==> src/logic/isa_pkg.sv <==
package isa_pkg;

   typedef logic [15:0] word_t;    // data and instruction word
   typedef logic [2:0]  reg_idx_t;

   localparam int num_regs = 8;
   localparam reg_idx_t reg_pc   = 3'd6;
   localparam reg_idx_t reg_flag = 3'd7;
   localparam int flag_zero = 0;    // bit of reg_flag

   localparam word_t reg_reset_value = 16'hffff;  // r0..r5 after reset
   localparam word_t pc_step = 16'd2;              // byte addresses, one word per step

   // major opcode in bits 15:12
   typedef enum logic [3:0] {
      op_nop   = 4'h0,
      op_ldi   = 4'h1,   // bit 11 high half, 10:8 dest, 7:0 imm
      op_arith = 4'h2,   // 11:9 func, 8:6 dest, 5:3 a, 2:0 b
      op_xfer  = 4'h3,   // 5:3 data/dest, 2:0 addr/source
      op_halt  = 4'hf    // low 12 bits zero
   } opcode_t;

   // arith function, bits 11:9
   localparam logic [2:0] fn_add = 3'd0;
   localparam logic [2:0] fn_sub = 3'd1;

   // xfer bus accesses: bits 11:9, bit 8 selects i/o space
   localparam logic [2:0] xfer_bus = 3'b000;

   // access kind in bits 7:6
   localparam logic [1:0] xfer_st_w = 2'b00;
   localparam logic [1:0] xfer_ld_w = 2'b01;
   localparam logic [1:0] xfer_st_b = 2'b10;
   localparam logic [1:0] xfer_ld_b = 2'b11;

   // plain move, whole of bits 11:6
   localparam logic [5:0] xfer_move = 6'b0010_00;

   // conditional moves in bits 11:10, flag number in 9:6
   localparam logic [1:0] xfer_mv_nf = 2'b01;  // move if flag clear
   localparam logic [1:0] xfer_mv_f  = 2'b10;  // move if flag set

endpackage

==> src/logic/bus_pkg.sv <==
package bus_pkg;

   // kind of transfer on the shared bus
   typedef enum logic [1:0] {
      cmd_read    = 2'b00,
      cmd_write   = 2'b01,
      cmd_read_b  = 2'b10,
      cmd_write_b = 2'b11
   } bus_cmd_t;

   // which target a request goes to
   typedef logic bus_sel_t;
   localparam bus_sel_t sel_mem = 1'b0;
   localparam bus_sel_t sel_io  = 1'b1;

   localparam int mem_addr_bits = 15;                  // word address width
   localparam int mem_words     = 1 << mem_addr_bits;  // 32K words

   // i/o map
   localparam logic [15:0] io_uart_addr = 16'h0000;    // uart tx, byte writes only

endpackage

==> src/logic/uart_tx.sv <==
`timescale 1ns/1ps

module uart_tx #(
   parameter int clks_per_bit = 234
) (
   input  logic       sysclk,
   input  logic       reset,
   input  logic [7:0] data,
   input  logic       start,
   output logic       busy,
   output logic       txd
);

   localparam int cnt_bits = (clks_per_bit > 1) ? $clog2(clks_per_bit) : 1;
   localparam logic [cnt_bits-1:0] last_tick = cnt_bits'(clks_per_bit - 1);

   logic [cnt_bits-1:0] tick_cnt;   // clocks within the current bit
   logic [3:0]          bit_idx;    // 0 start, 1..8 data, 9 stop
   logic [8:0]          shifter;    // data bits then stop bit
   logic                load;
   logic                bit_end;

   assign load    = start && !busy;
   assign bit_end = busy && (tick_cnt == last_tick);

   always_ff @(posedge sysclk) begin
      if (reset) begin
         busy     <= 1'b0;
         txd      <= 1'b1;   // line idles high
         tick_cnt <= '0;
         bit_idx  <= '0;
      end else if (load) begin
         busy     <= 1'b1;
         txd      <= 1'b0;   // start bit
         tick_cnt <= '0;
         bit_idx  <= '0;
      end else if (bit_end) begin
         tick_cnt <= '0;
         if (bit_idx == 4'd9) begin
            busy <= 1'b0;
            txd  <= 1'b1;
         end else begin
            bit_idx <= bit_idx + 4'd1;
            txd     <= shifter[0];
         end
      end else if (busy) begin
         tick_cnt <= tick_cnt + 1'b1;
      end
   end

   // lsb first, stop bit shifted in behind the data
   always_ff @(posedge sysclk) begin
      if (load)
         shifter <= {1'b1, data};
      else if (bit_end)
         shifter <= {1'b1, shifter[8:1]};
   end

endmodule

==> src/logic/io_port.sv <==
`timescale 1ns/1ps

module io_port #(
   parameter int clks_per_bit = 234
) (
   input  logic              sysclk,
   input  logic              reset,
   input  isa_pkg::word_t    addr,
   input  bus_pkg::bus_cmd_t cmd,
   input  logic              run,
   input  isa_pkg::word_t    wr_data,
   output isa_pkg::word_t    rd_data,
   output logic              done,
   output logic              uart_txp
);

   typedef enum logic {st_idle, st_wait_uart} state_t;

   state_t     state;
   logic       req;
   logic       is_uart_wr;
   logic       uart_free;
   logic       launch;
   logic       uart_start;
   logic       uart_busy;
   logic [7:0] uart_data;

   assign req        = (run != done);
   assign is_uart_wr = (addr == bus_pkg::io_uart_addr) && (cmd == bus_pkg::cmd_write_b);
   assign uart_free  = !uart_busy && !uart_start;  // busy rises one edge after start
   assign launch     = uart_free &&
                       ((state == st_idle && req && is_uart_wr) || state == st_wait_uart);

   assign rd_data = '0;  // nothing readable yet

   always_ff @(posedge sysclk) begin
      if (reset) begin
         state      <= st_idle;
         done       <= 1'b0;
         uart_start <= 1'b0;
      end else begin
         uart_start <= launch;
         case (state)
            st_idle: begin
               if (req) begin
                  if (!is_uart_wr)
                     done <= ~done;  // unmapped, finish right away
                  else if (launch)
                     done <= ~done;
                  else
                     state <= st_wait_uart;
               end
            end
            st_wait_uart: begin
               if (launch) begin
                  done  <= ~done;
                  state <= st_idle;
               end
            end
         endcase
      end
   end

   always_ff @(posedge sysclk) begin
      if (launch)
         uart_data <= wr_data[7:0];
   end

   uart_tx #(.clks_per_bit(clks_per_bit)) tx (
      .sysclk (sysclk),
      .reset  (reset),
      .data   (uart_data),
      .start  (uart_start),
      .busy   (uart_busy),
      .txd    (uart_txp)
   );

   a_no_overrun: assert property (@(posedge sysclk) disable iff (reset)
      uart_start |-> !uart_busy)
      else $error("uart start while busy");

endmodule

==> config.mk <==
export PLATFORM = sky130hd
export DESIGN_NAME = io_port
export DESIGN_NICKNAME = d
export VERILOG_FILES = /design/src/logic/isa_pkg.sv /design/src/logic/bus_pkg.sv /design/src/logic/uart_tx.sv /design/src/logic/io_port.sv
export SDC_FILE = /design/constraint.sdc
export NUM_CORES = 1
export LEC_CHECK = 0
export BUFFER_PORTS_ARGS = -buffer_cell sky130_fd_sc_hd__buf_4
export CAP_MARGIN = 25
export CORE_ASPECT_RATIO = 0.75
export CORE_UTILIZATION = 45
export CTS_BUF_LIST = sky130_fd_sc_hd__clkbuf_4 sky130_fd_sc_hd__clkbuf_8 sky130_fd_sc_hd__clkbuf_16
export DETAILED_ROUTE_END_ITERATION = 8
export HOLD_SLACK_MARGIN = 0.05
export PLACE_DENSITY = 0.81
export SETUP_SLACK_MARGIN = 0.5
export SLEW_MARGIN = 30
export SYNTH_ARGS = -nofsm -noshare
export SYNTH_HDL_FRONTEND = slang
export SYNTH_SLANG_ARGS = --single-unit
==> constraint.sdc <==
create_clock -name sysclk -period 2.65 [get_ports sysclk]
set_input_delay 0 -clock sysclk [delete_from_list [all_inputs] [get_ports sysclk]]
set_output_delay 0 -clock sysclk [all_outputs]
set_load 0.01 [all_outputs]
* Yosys cells after proc, flatten, opt, wreduce, memory -nomap -nowiden
Index checks and enable logic that the tools add are counted.
** Operators by class
- Divide/modulo/power cells :: 0
- Reductions and logical operators :: 17
- $lt $le $gt $ge :: 0
- Shift operators :: 0
- Eq/ne operators :: 5
- Multiplexer cells :: 16
- Multiply operators :: 0
- Add/subtract/negate cells :: 2
- Bitwise gates (word level) :: 3
** Operators by type and width (number)
- logical NOT 16 bit :: 1
- 2-to-1 mux 8 bit :: 2
- 2-to-1 mux 1 bit :: 12
- adder 8 x 1 -> 8 bit (second input constant) :: 1
- equality test 8 bit (second input constant) :: 1
- logical AND 1 bit :: 7
- adder 4 x 1 -> 4 bit (second input constant) :: 1
- equality test 4 bit (second input constant) :: 1
- case mux 1 bit (2 select lines) :: 2
- AND reduction 2 bit :: 2
- nonzero test 2 bit :: 2
- NOT 1 bit :: 3
- OR reduction 3 bit :: 1
- equality test 2 bit (second input constant) :: 1
- logical NOT 1 bit :: 2
- != test 2 bit (second input constant) :: 1
- OR reduction 2 bit :: 1
- logical OR 1 bit :: 1
- != test 1 bit :: 1
** Word-level totals
- Memories :: 0
- Memory bits (read-only) :: 0
- Bits in writable memories :: 0
- Input bits :: 37
- Bits in latches :: 0
- Register bits after elaboration :: 33
- Word-level logic and storage cells :: 52
- Output and inout port bits :: 18

* Logic depth before layout (Yosys ltp)
Gate-level depths: netlist of run 1.
- Word-level depth :: 9
- Mapped depth :: 7
- Mapped depth without buffers :: 6

* Hierarchy
A second synthesis of run 1 with hierarchy kept.
** Unflattened totals
- Cells, all modules :: 155
- Area total of the unflattened synthesis :: 1641.6 µm²
** By module, submodules not included
- uart_tx :: area each 1026.0 µm², seq. area each 520.5 µm², times used 1, cells each 107
- io_port :: area each 615.6 µm², seq. area each 300.3 µm², times used 1, cells each 48

* Worst setup path after synthesis of run 1
OpenSTA, ideal clock, no wires.
- Path kind :: register to register
- Start point :: register tx.tick_cnt[0]
- End point :: register tx.shifter[0] (enable)
- Setup slack :: 1.025 ns
- Arrival time :: 1.296 ns
- Stages on the path, launching flop included :: 6
- Data required time :: 2.321 ns
- Buffers on the path :: 1
- Clock period less this slack :: 1.625 ns
- Library setup time :: 0.329 ns
- Cell sequence :: dfxtp_1 -> ha_1 -> nand4b_1 -> or3_1 -> buf_2 -> nand2_1
** On the way
- Word-level cells in the longest chain between the ends :: 3
** Ends and longest elaborated chain
- start: declaration :: RTL line uart_tx.sv:17 : logic [cnt_bits-1:0] tick_cnt;
- start signal: assignment :: RTL line uart_tx.sv:47 : tick_cnt <= tick_cnt + 1'b1;
- equality test 8 bit :: RTL line uart_tx.sv:24 : assign bit_end = busy && (tick_cnt == last_tick);
- logical AND 1 bit :: RTL line uart_tx.sv:24
- nonzero test 2 bit (no source line)
- end signal: assignment :: RTL line uart_tx.sv:54 : shifter <= {1'b1, data};
- end signal: assignment :: RTL line uart_tx.sv:56 : shifter <= {1'b1, shifter[8:1]};
- end: declaration :: RTL line uart_tx.sv:19 : logic [8:0] shifter;
No other way between the ends.
A chain may end at the register's enable or synchronous reset.

* Worst setup path in the final report of run 1
- Start point :: register tx.busy
- End point :: register tx.shifter[0] (enable)
** On the way
- Word-level cells in the longest chain between the ends :: 3
- Elaborated cells between the ends (all ways) :: 4
- Classes of those cells :: 4 x reduce/logical
** Ends and longest elaborated chain
- start: declaration :: RTL line uart_tx.sv:10 : output logic busy,
- start signal: assignment :: RTL line uart_tx.sv:28 : busy <= 1'b0;
- start signal: assignment :: RTL line uart_tx.sv:33 : busy <= 1'b1;
- start signal: assignment :: RTL line uart_tx.sv:40 : busy <= 1'b0;
- logical NOT 1 bit :: RTL line uart_tx.sv:23 : assign load = start && !busy;
- logical AND 1 bit :: RTL line uart_tx.sv:23
- nonzero test 2 bit (no source line) (*)
Mark *: on every way between the ends. The rest lies on a longest branch, timed or not.

==> run summary, run 1 <==
Sequential element share of the synthesized area: 52.90%
Syn Inst Count: 156
Worst hold path startpoint: run
Synthesized flop and latch total: 33
Status: finished clean
Tmin final: 1.852 ns
Hpwl dp: 1865 um
Reg2Reg Depth: 3
Multi-input gate area: 624.3 sq um
WL met2: 1196 um
Top delay family on crit path: simple AND/OR/NAND/NOR gates
Top cell type's share of synthesized area: 30.97%
Worst Hold Class: in -> reg
Worst Path Max Fanout: 11
Ys flop type: dfxtp_1
Normalized max-slew margin: 54.32%
VDD IR max: 0.0003101 V
Gpl congestion: 0.7044
Fin. max-slew vios: 0
Clock tree sinks: 33
Tcrit/Tclk final: 69.89%
EDFF count, synth: 16
Worst path arrival time: 1.80 ns
Final hold vios: 0
Initial antenna violation count: 0
Vias in the first global route: 1008
Worst-Margin Slew: 0.6827 ns
Initial Util: 47.18%
I/O pin cnt: 55
Post-synthesis cell type count: 34
Row cnt: 18
Worst path cell trace: nand3_2 > or3_1 > nand2_1
Vias per cell: 4.836
Met1 Wirelength: 1290 um
CTS tree: yes
WHS Path Cells: 4
CP startpoint kind: flip-flop
Post-synth top area cell: edfxtp_1
Most common cell after layout, fill and taps aside: buf_4
Setup Viol. Count Final: 0
DRT Pass-1 Iters: 4
R2r setup slk: 0.80 ns
WHS Endpoint: uart_start
Worst-skew pair later-pin latency: 0.29 ns
Leakage: 0.8176 nW
First-pass GRT wire length: 4429 um
Setup crit end kind: flip-flop
Iter 0 DRT Violations: 44
Gr ovfl total: 0
Clock Skew: 0.007097 ns
Drt wl/cell: 11.38 um
Commonest cells after routing, fill and taps aside: buf_4, nand2_1, nor2_1
Met3 wire len: 139 um
Fin Hold WS: 0.1888 ns
Required time worst endpoint: 2.60 ns
Crit path kind: reg -> reg
Final #Nets: 238
Gates resized, CTS repair: 0
Fillers: 282
Setup TNS: 0 ns
Root buf cell: clkbuf_8
Final WL: 2708 um
Largest net degree at the start of global routing: 12
Register area: 820.8 sq um
TritonCTS Buffers: 5
Yosys Warn Count: 0
Mapped Area: 0.001551 sq mm
CTS Buffer Depth: 2
Critical Path Slowest Stage Cell: dfxtp_1
Core region area: 0.003288 sq mm
CTS clk-pin slew, worst paths: 0.06 ns
PortBufs: 30
R2R Path End: tx.shifter[0]
CP peak stage delay: 0.54 ns
DR DRC count: 0
P per Cell Area: 523.0 mW/mm^2
Top cells by area, synth: edfxtp_1, dfxtp_1, buf_4
Buf/Inv on CP: 0
Fmax: 0.5400 GHz
Die Ht: 52.85 um
N_diodes: 0
Global-route usage over all layers: 16.56%
RSZ-0062 raised after global routing: no
DRT antenna net count: 0
P&R area growth vs syn: 23.87%
Via count: 1151
R2r startpoint: tx.busy
DR top layer: met4
H-tree levels: 2
Post-Syn Area per Cell: 9.945 sq um
Post-synth ARST share: 0%
Die X: 69.80 um
Die ar.: 0.003689 sq mm
Proportion of layout cells with a drive suffix above 1: 20.71%
Max Cap Viol: 0
[layout make-up]
class                   instances  area share [%]
flip-flops and latches         33           42.71
inverters                       6           1.172
multi-input cells             111           32.49
clock buffers                   5           3.581
clock inverters                 3          0.6510
well taps                      40           2.604
repair buffers                 40           16.80
[worst max-delay path by stage]
stage | to | startpoint | cells after the start
finish | tx.shifter[0] | tx.busy | 3
global route | tx.shifter[0] | tx.tick_cnt[0] | 4
CTS | tx.shifter[0] | tx.tick_cnt[0] | 4
detailed placement | tx.shifter[4] | tx.tick_cnt[0] | 4
global placement | tx.shifter[4] | tx.busy | 3
floorplan | tx.shifter[0] | tx.tick_cnt[0] | 5
[cells in the mapped netlist (all sizes together), types with 2 or more instances]
master  count
a211oi      2
a31oi       2
and4b       2
buf        18
clkbuf      3
dfxtp      17
edfxtp     16
ha          4
inv         6
nand2      26
nand2b      2
nand3       3
nand4       2
nor2       19
nor2b       2
nor3        5
nor4        3
o21ai       3
or3         2
or4         2
xnor2       4
xor2        5
[power breakdown]
group,switching (mW),leakage [nW],internal (mW)
Clock,0.179,0.0430,0.177
Combinational,0.0404,0.494,0.0614
Sequential,0.00860,0.280,0.539
Total,0.228,0.818,0.777
[worst reg2reg max path, delay by kind of cell (launching register included)]
kind / cells / cell delay [ns]
DFF: 1 / 0.54
and+or+nand+nor: 3 / 0.98
[metrics by stage]
stage	area (sq um)	utilization [%]	setup slack (ns)	std cells	total power [mW]
after CTS	1922	58.45	0.7798	238	1.011
final	1922	58.45	0.7980	238	1.005
after global routing	1922	58.45	0.6597	238	1.040
after global placement	1750	53.23	0.8400	221	0.6459
after floorplan	1608	-	1.025	171	0.6182
after detailed placement	1750	53.23	0.7907	221	0.6493
[kinds of logic (layout without fill, tap and decap cells)]
kind of cell | after synthesis | count (layout) | synth area share, %
AOI/OAI and AO/OA | 10 | 10 | 4.838
xor gates and xnor gates | 9 | 9 | 5.080
adders and majority gates | 4 | 4 | 3.226
buffers and inverters | 27 | 54 | 10.48
DFF | 33 | 33 | 52.90
muxes | 2 | 2 | 1.371
other | 1 | 16 | 0.2417
and+or+nand+nor | 70 | 70 | 21.85
[flip-flops by register name, summed over array words and instances, names as in the netlist]
register / count
tx.shifter: 8
tx.tick_cnt: 8
uart_data: 8
tx.bit_idx: 4
done: 1
state: 1
tx.busy: 1
tx.txd: 1
uart_start: 1
[routing by layer]
layer	vias to the layer above	GRT usage, %
met5	-	0
li1	579	-
met2	41	26.12
met4	0	13.00
met1	524	19.86
met3	7	4.000
[what timing repair did]
action                     CTS  global route
hold endpoints to repair    15             0
hold buffers                 9             0
setup endpoints to repair    0             0
setup buffers                0             0
Note: power is estimated with default switching activity, not from simulation.
==> inputs of run 2 (changes only) <==
- CORE_UTILIZATION: 45 -> 44
- PLACE_DENSITY: 0.81 -> 0.83
- clock period: 2.65 -> 1.5 ns (I/O delays scaled with it)
==> run 2 against run 1 <==
The run now ends with setup timing left; sequential power is 79% higher; flip-flop and latch count unchanged; setup slack got worse by 1.0 ns; combinational power grew 130%; power up 84%; critical path depth grew 4; sequential share of layout area is 7.2 points lower; largest cell class unchanged.
==> run summary, run 2 (synthesis gave the netlist of run 1 again) <==
Status: complete, but fails checks
Failing checks: setup timing
Seq pwr share: 52.7% (-1.8 points)
Gr ovfl total: 0 (unchanged)
Design area: 0.002346 sq mm (+22%)
Global-route usage over all layers: 20.48% (+3.9 points)
DRT antenna net count: 0 (unchanged)
TritonCTS Buffers: 5 (unchanged)
Setup TNS: -3.414 ns (-3.414 ns)
Core region area: 0.003333 sq mm (+1.4%)
First-pass GRT wire length: 5575 um (+26%)
Setup Viol. Count Final: 22 (+22)
Final #Nets: 262 (+10%)
Pre-CTS WS: -0.1883 ns (-0.9789 ns)
Max Cap Viol: 0 (unchanged)
I/O pin cnt: 55 (unchanged)
Initial Util: 46.55% (-0.64 points)
Cell Area, Placed: 0.001901 sq mm (+8.6%)
PortBufs: 30 (unchanged)
CTS Buffer Depth: 2 (unchanged)
Setup crit end kind: flip-flop
Vias in the first global route: 1212 (+20%)
Vias per cell: 5.057 (+4.6%)
P_int: 1.411 mW (+82%)
Required time worst endpoint: 1.68 ns (-0.92 ns)
RSZ-0062 raised after global routing: yes
Largest regs: tx.shifter: 8 flops, tx.tick_cnt: 8 flops, uart_data: 8 flops
Fmax: 0.5798 GHz (+7.4%)
Crit path kind: reg -> reg
DR DRC count: 0 (unchanged)
Iter 0 DRT Violations: 63 (+43%)
Clock tree sinks: 33 (unchanged)
N_diodes: 0 (unchanged)
Die ar.: 0.003770 sq mm (+2.2%)
Die X: 70.57 um (+1.1%)
Row cnt: 18 (unchanged)
Fin Hold WS: 0.06870 ns (-0.1201 ns)
Tcrit/Tclk final: 115.0% (+45 points)
Proportion of layout cells with a drive suffix above 1: 46.40% (+26 points)
Largest net degree at the start of global routing: 11 (-1)
Switching fraction of total power: 23.88% (+1.1 points)
Die Ht: 53.43 um (+1.1%)
Combinational power share: 12.9% (+2.8 points)
DRT Pass-1 Iters: 4 (unchanged)
Hpwl dp: 2283 um (+22%)
Tmin final: 1.725 ns (-0.1272 ns)
Fin. max-slew vios: 0 (unchanged)
VDD IR max: 0.0006508 V (+110%)
Clock Skew: 0.004762 ns (-0.002335 ns)
Via count: 1325 (+15%)
Clock power share: 34.4% (-1.0 points)
Commonest cells after routing, fill and taps aside: buf_4, conb_1, edfxtp_1
Worst-skew pair later-pin latency: 0.29 ns (about the same)
Initial antenna violation count: 0 (unchanged)
CP startpoint kind: flip-flop
Worst Hold Class: in -> reg
Drt wl/cell: 15.52 um (+36%)
Total power: 1.854 mW (+84%)
P per Cell Area: 790.2 mW/mm^2 (+51%)
Leakage: 0.9702 nW (+19%)
Most common cell after layout, fill and taps aside: buf_4
Root buf cell: clkbuf_8
Final hold vios: 0 (unchanged)
Worst Path Max Fanout: 4 (-7)
Gpl congestion: 0.7781 (+10%)
CTS clk-pin slew, worst paths: 0.06 ns (about the same)
Final worst slack: -0.2248 ns (-1.023 ns)
CTS tree: yes
P&R area growth vs syn: 51.21%
Final WL: 4067 um (+50%)
Psw: 442.6 uW (+94%)
Worst path arrival time: 1.90 ns (+0.10 ns)
H-tree levels: 2 (unchanged)
-- run 2: cell count changes in the layout (fill, tap and decap cells not counted), sizes merged --
| cell | before | now |
|---|---|---|
| buf | 31 | 53 |
| nand2b | 2 | 3 |
| dlygate4sd3 | 9 | 10 |
-- run 2: area by class of cell --
cell class,count,area [sq um]
Clock inverter,3,12.51
Inverter,6,22.52
Tap cell,40,50.05
Timing Repair Buffer,63,535.5
Multi-Input combinational cell,112,823.3
Clock buffer,5,68.82
Sequential cell,33,833.3
Fill cell,224,987.2
-- run 2: what timing repair did --
item | CTS | global route
buffers inserted | 4 | 4
hold endpoints to repair | 14 | 6
resized for setup | 31 | 16
hold buffers | 8 | 2
gates cloned | 2 | 0
pin swaps | 14 | 7
setup endpoints to repair | 39 | 39
-- run 2: path summary, 6_finish.rpt --
kind | from | endpoint | slack (ns) | depth (start not counted)
setup / recovery | tx.tick_cnt[1] | tx.bit_idx[3] | -0.22 | 7
setup reg to reg | tx.tick_cnt[1] | tx.bit_idx[3] | -0.22 | 7
hold reg to reg | uart_data[7] | tx.shifter[7] | 0.50 | 1
hold / removal | reset | tx.bit_idx[3] | 0.07 | 3
-- run 2: power groups by stage --
stage / clock network, mW / logic, mW / registers, mW
finish: 0.638 / 0.239 / 0.977
floorplan: 0 / 0.110 / 1.00
detailed placement: 0 / 0.172 / 0.997
global route: 0.672 / 0.259 / 0.981
global placement: 0 / 0.165 / 0.997
CTS: 0.634 / 0.228 / 0.977
-- run 2: per-layer routing --
layer	track usage (%)	vias to the layer above	wire [um]
met5	0	-	0
met4	10.67	0	137
met3	5.143	17	223
met2	37.06	56	2078
met1	22.88	621	1627
li1	-	631	-
-- run 2: critical path, stage by stage, from the launching register on --
cell      delay [ns]
dfxtp_2         0.33
inv_2           0.06
ha_4            0.12
nand4b_1        0.18
or3_4           0.46
buf_6           0.14
o21ai_0         0.22
a21boi_1        0.10
-- run 2: stage by stage --
stage	std cells	utilization, %
2_1_floorplan	171	-
3_3_place_gp	234	57.02
3_5_place_dp	234	57.02
4_1_cts	256	67.34
5_1_grt	262	70.38
6_report	262	70.38
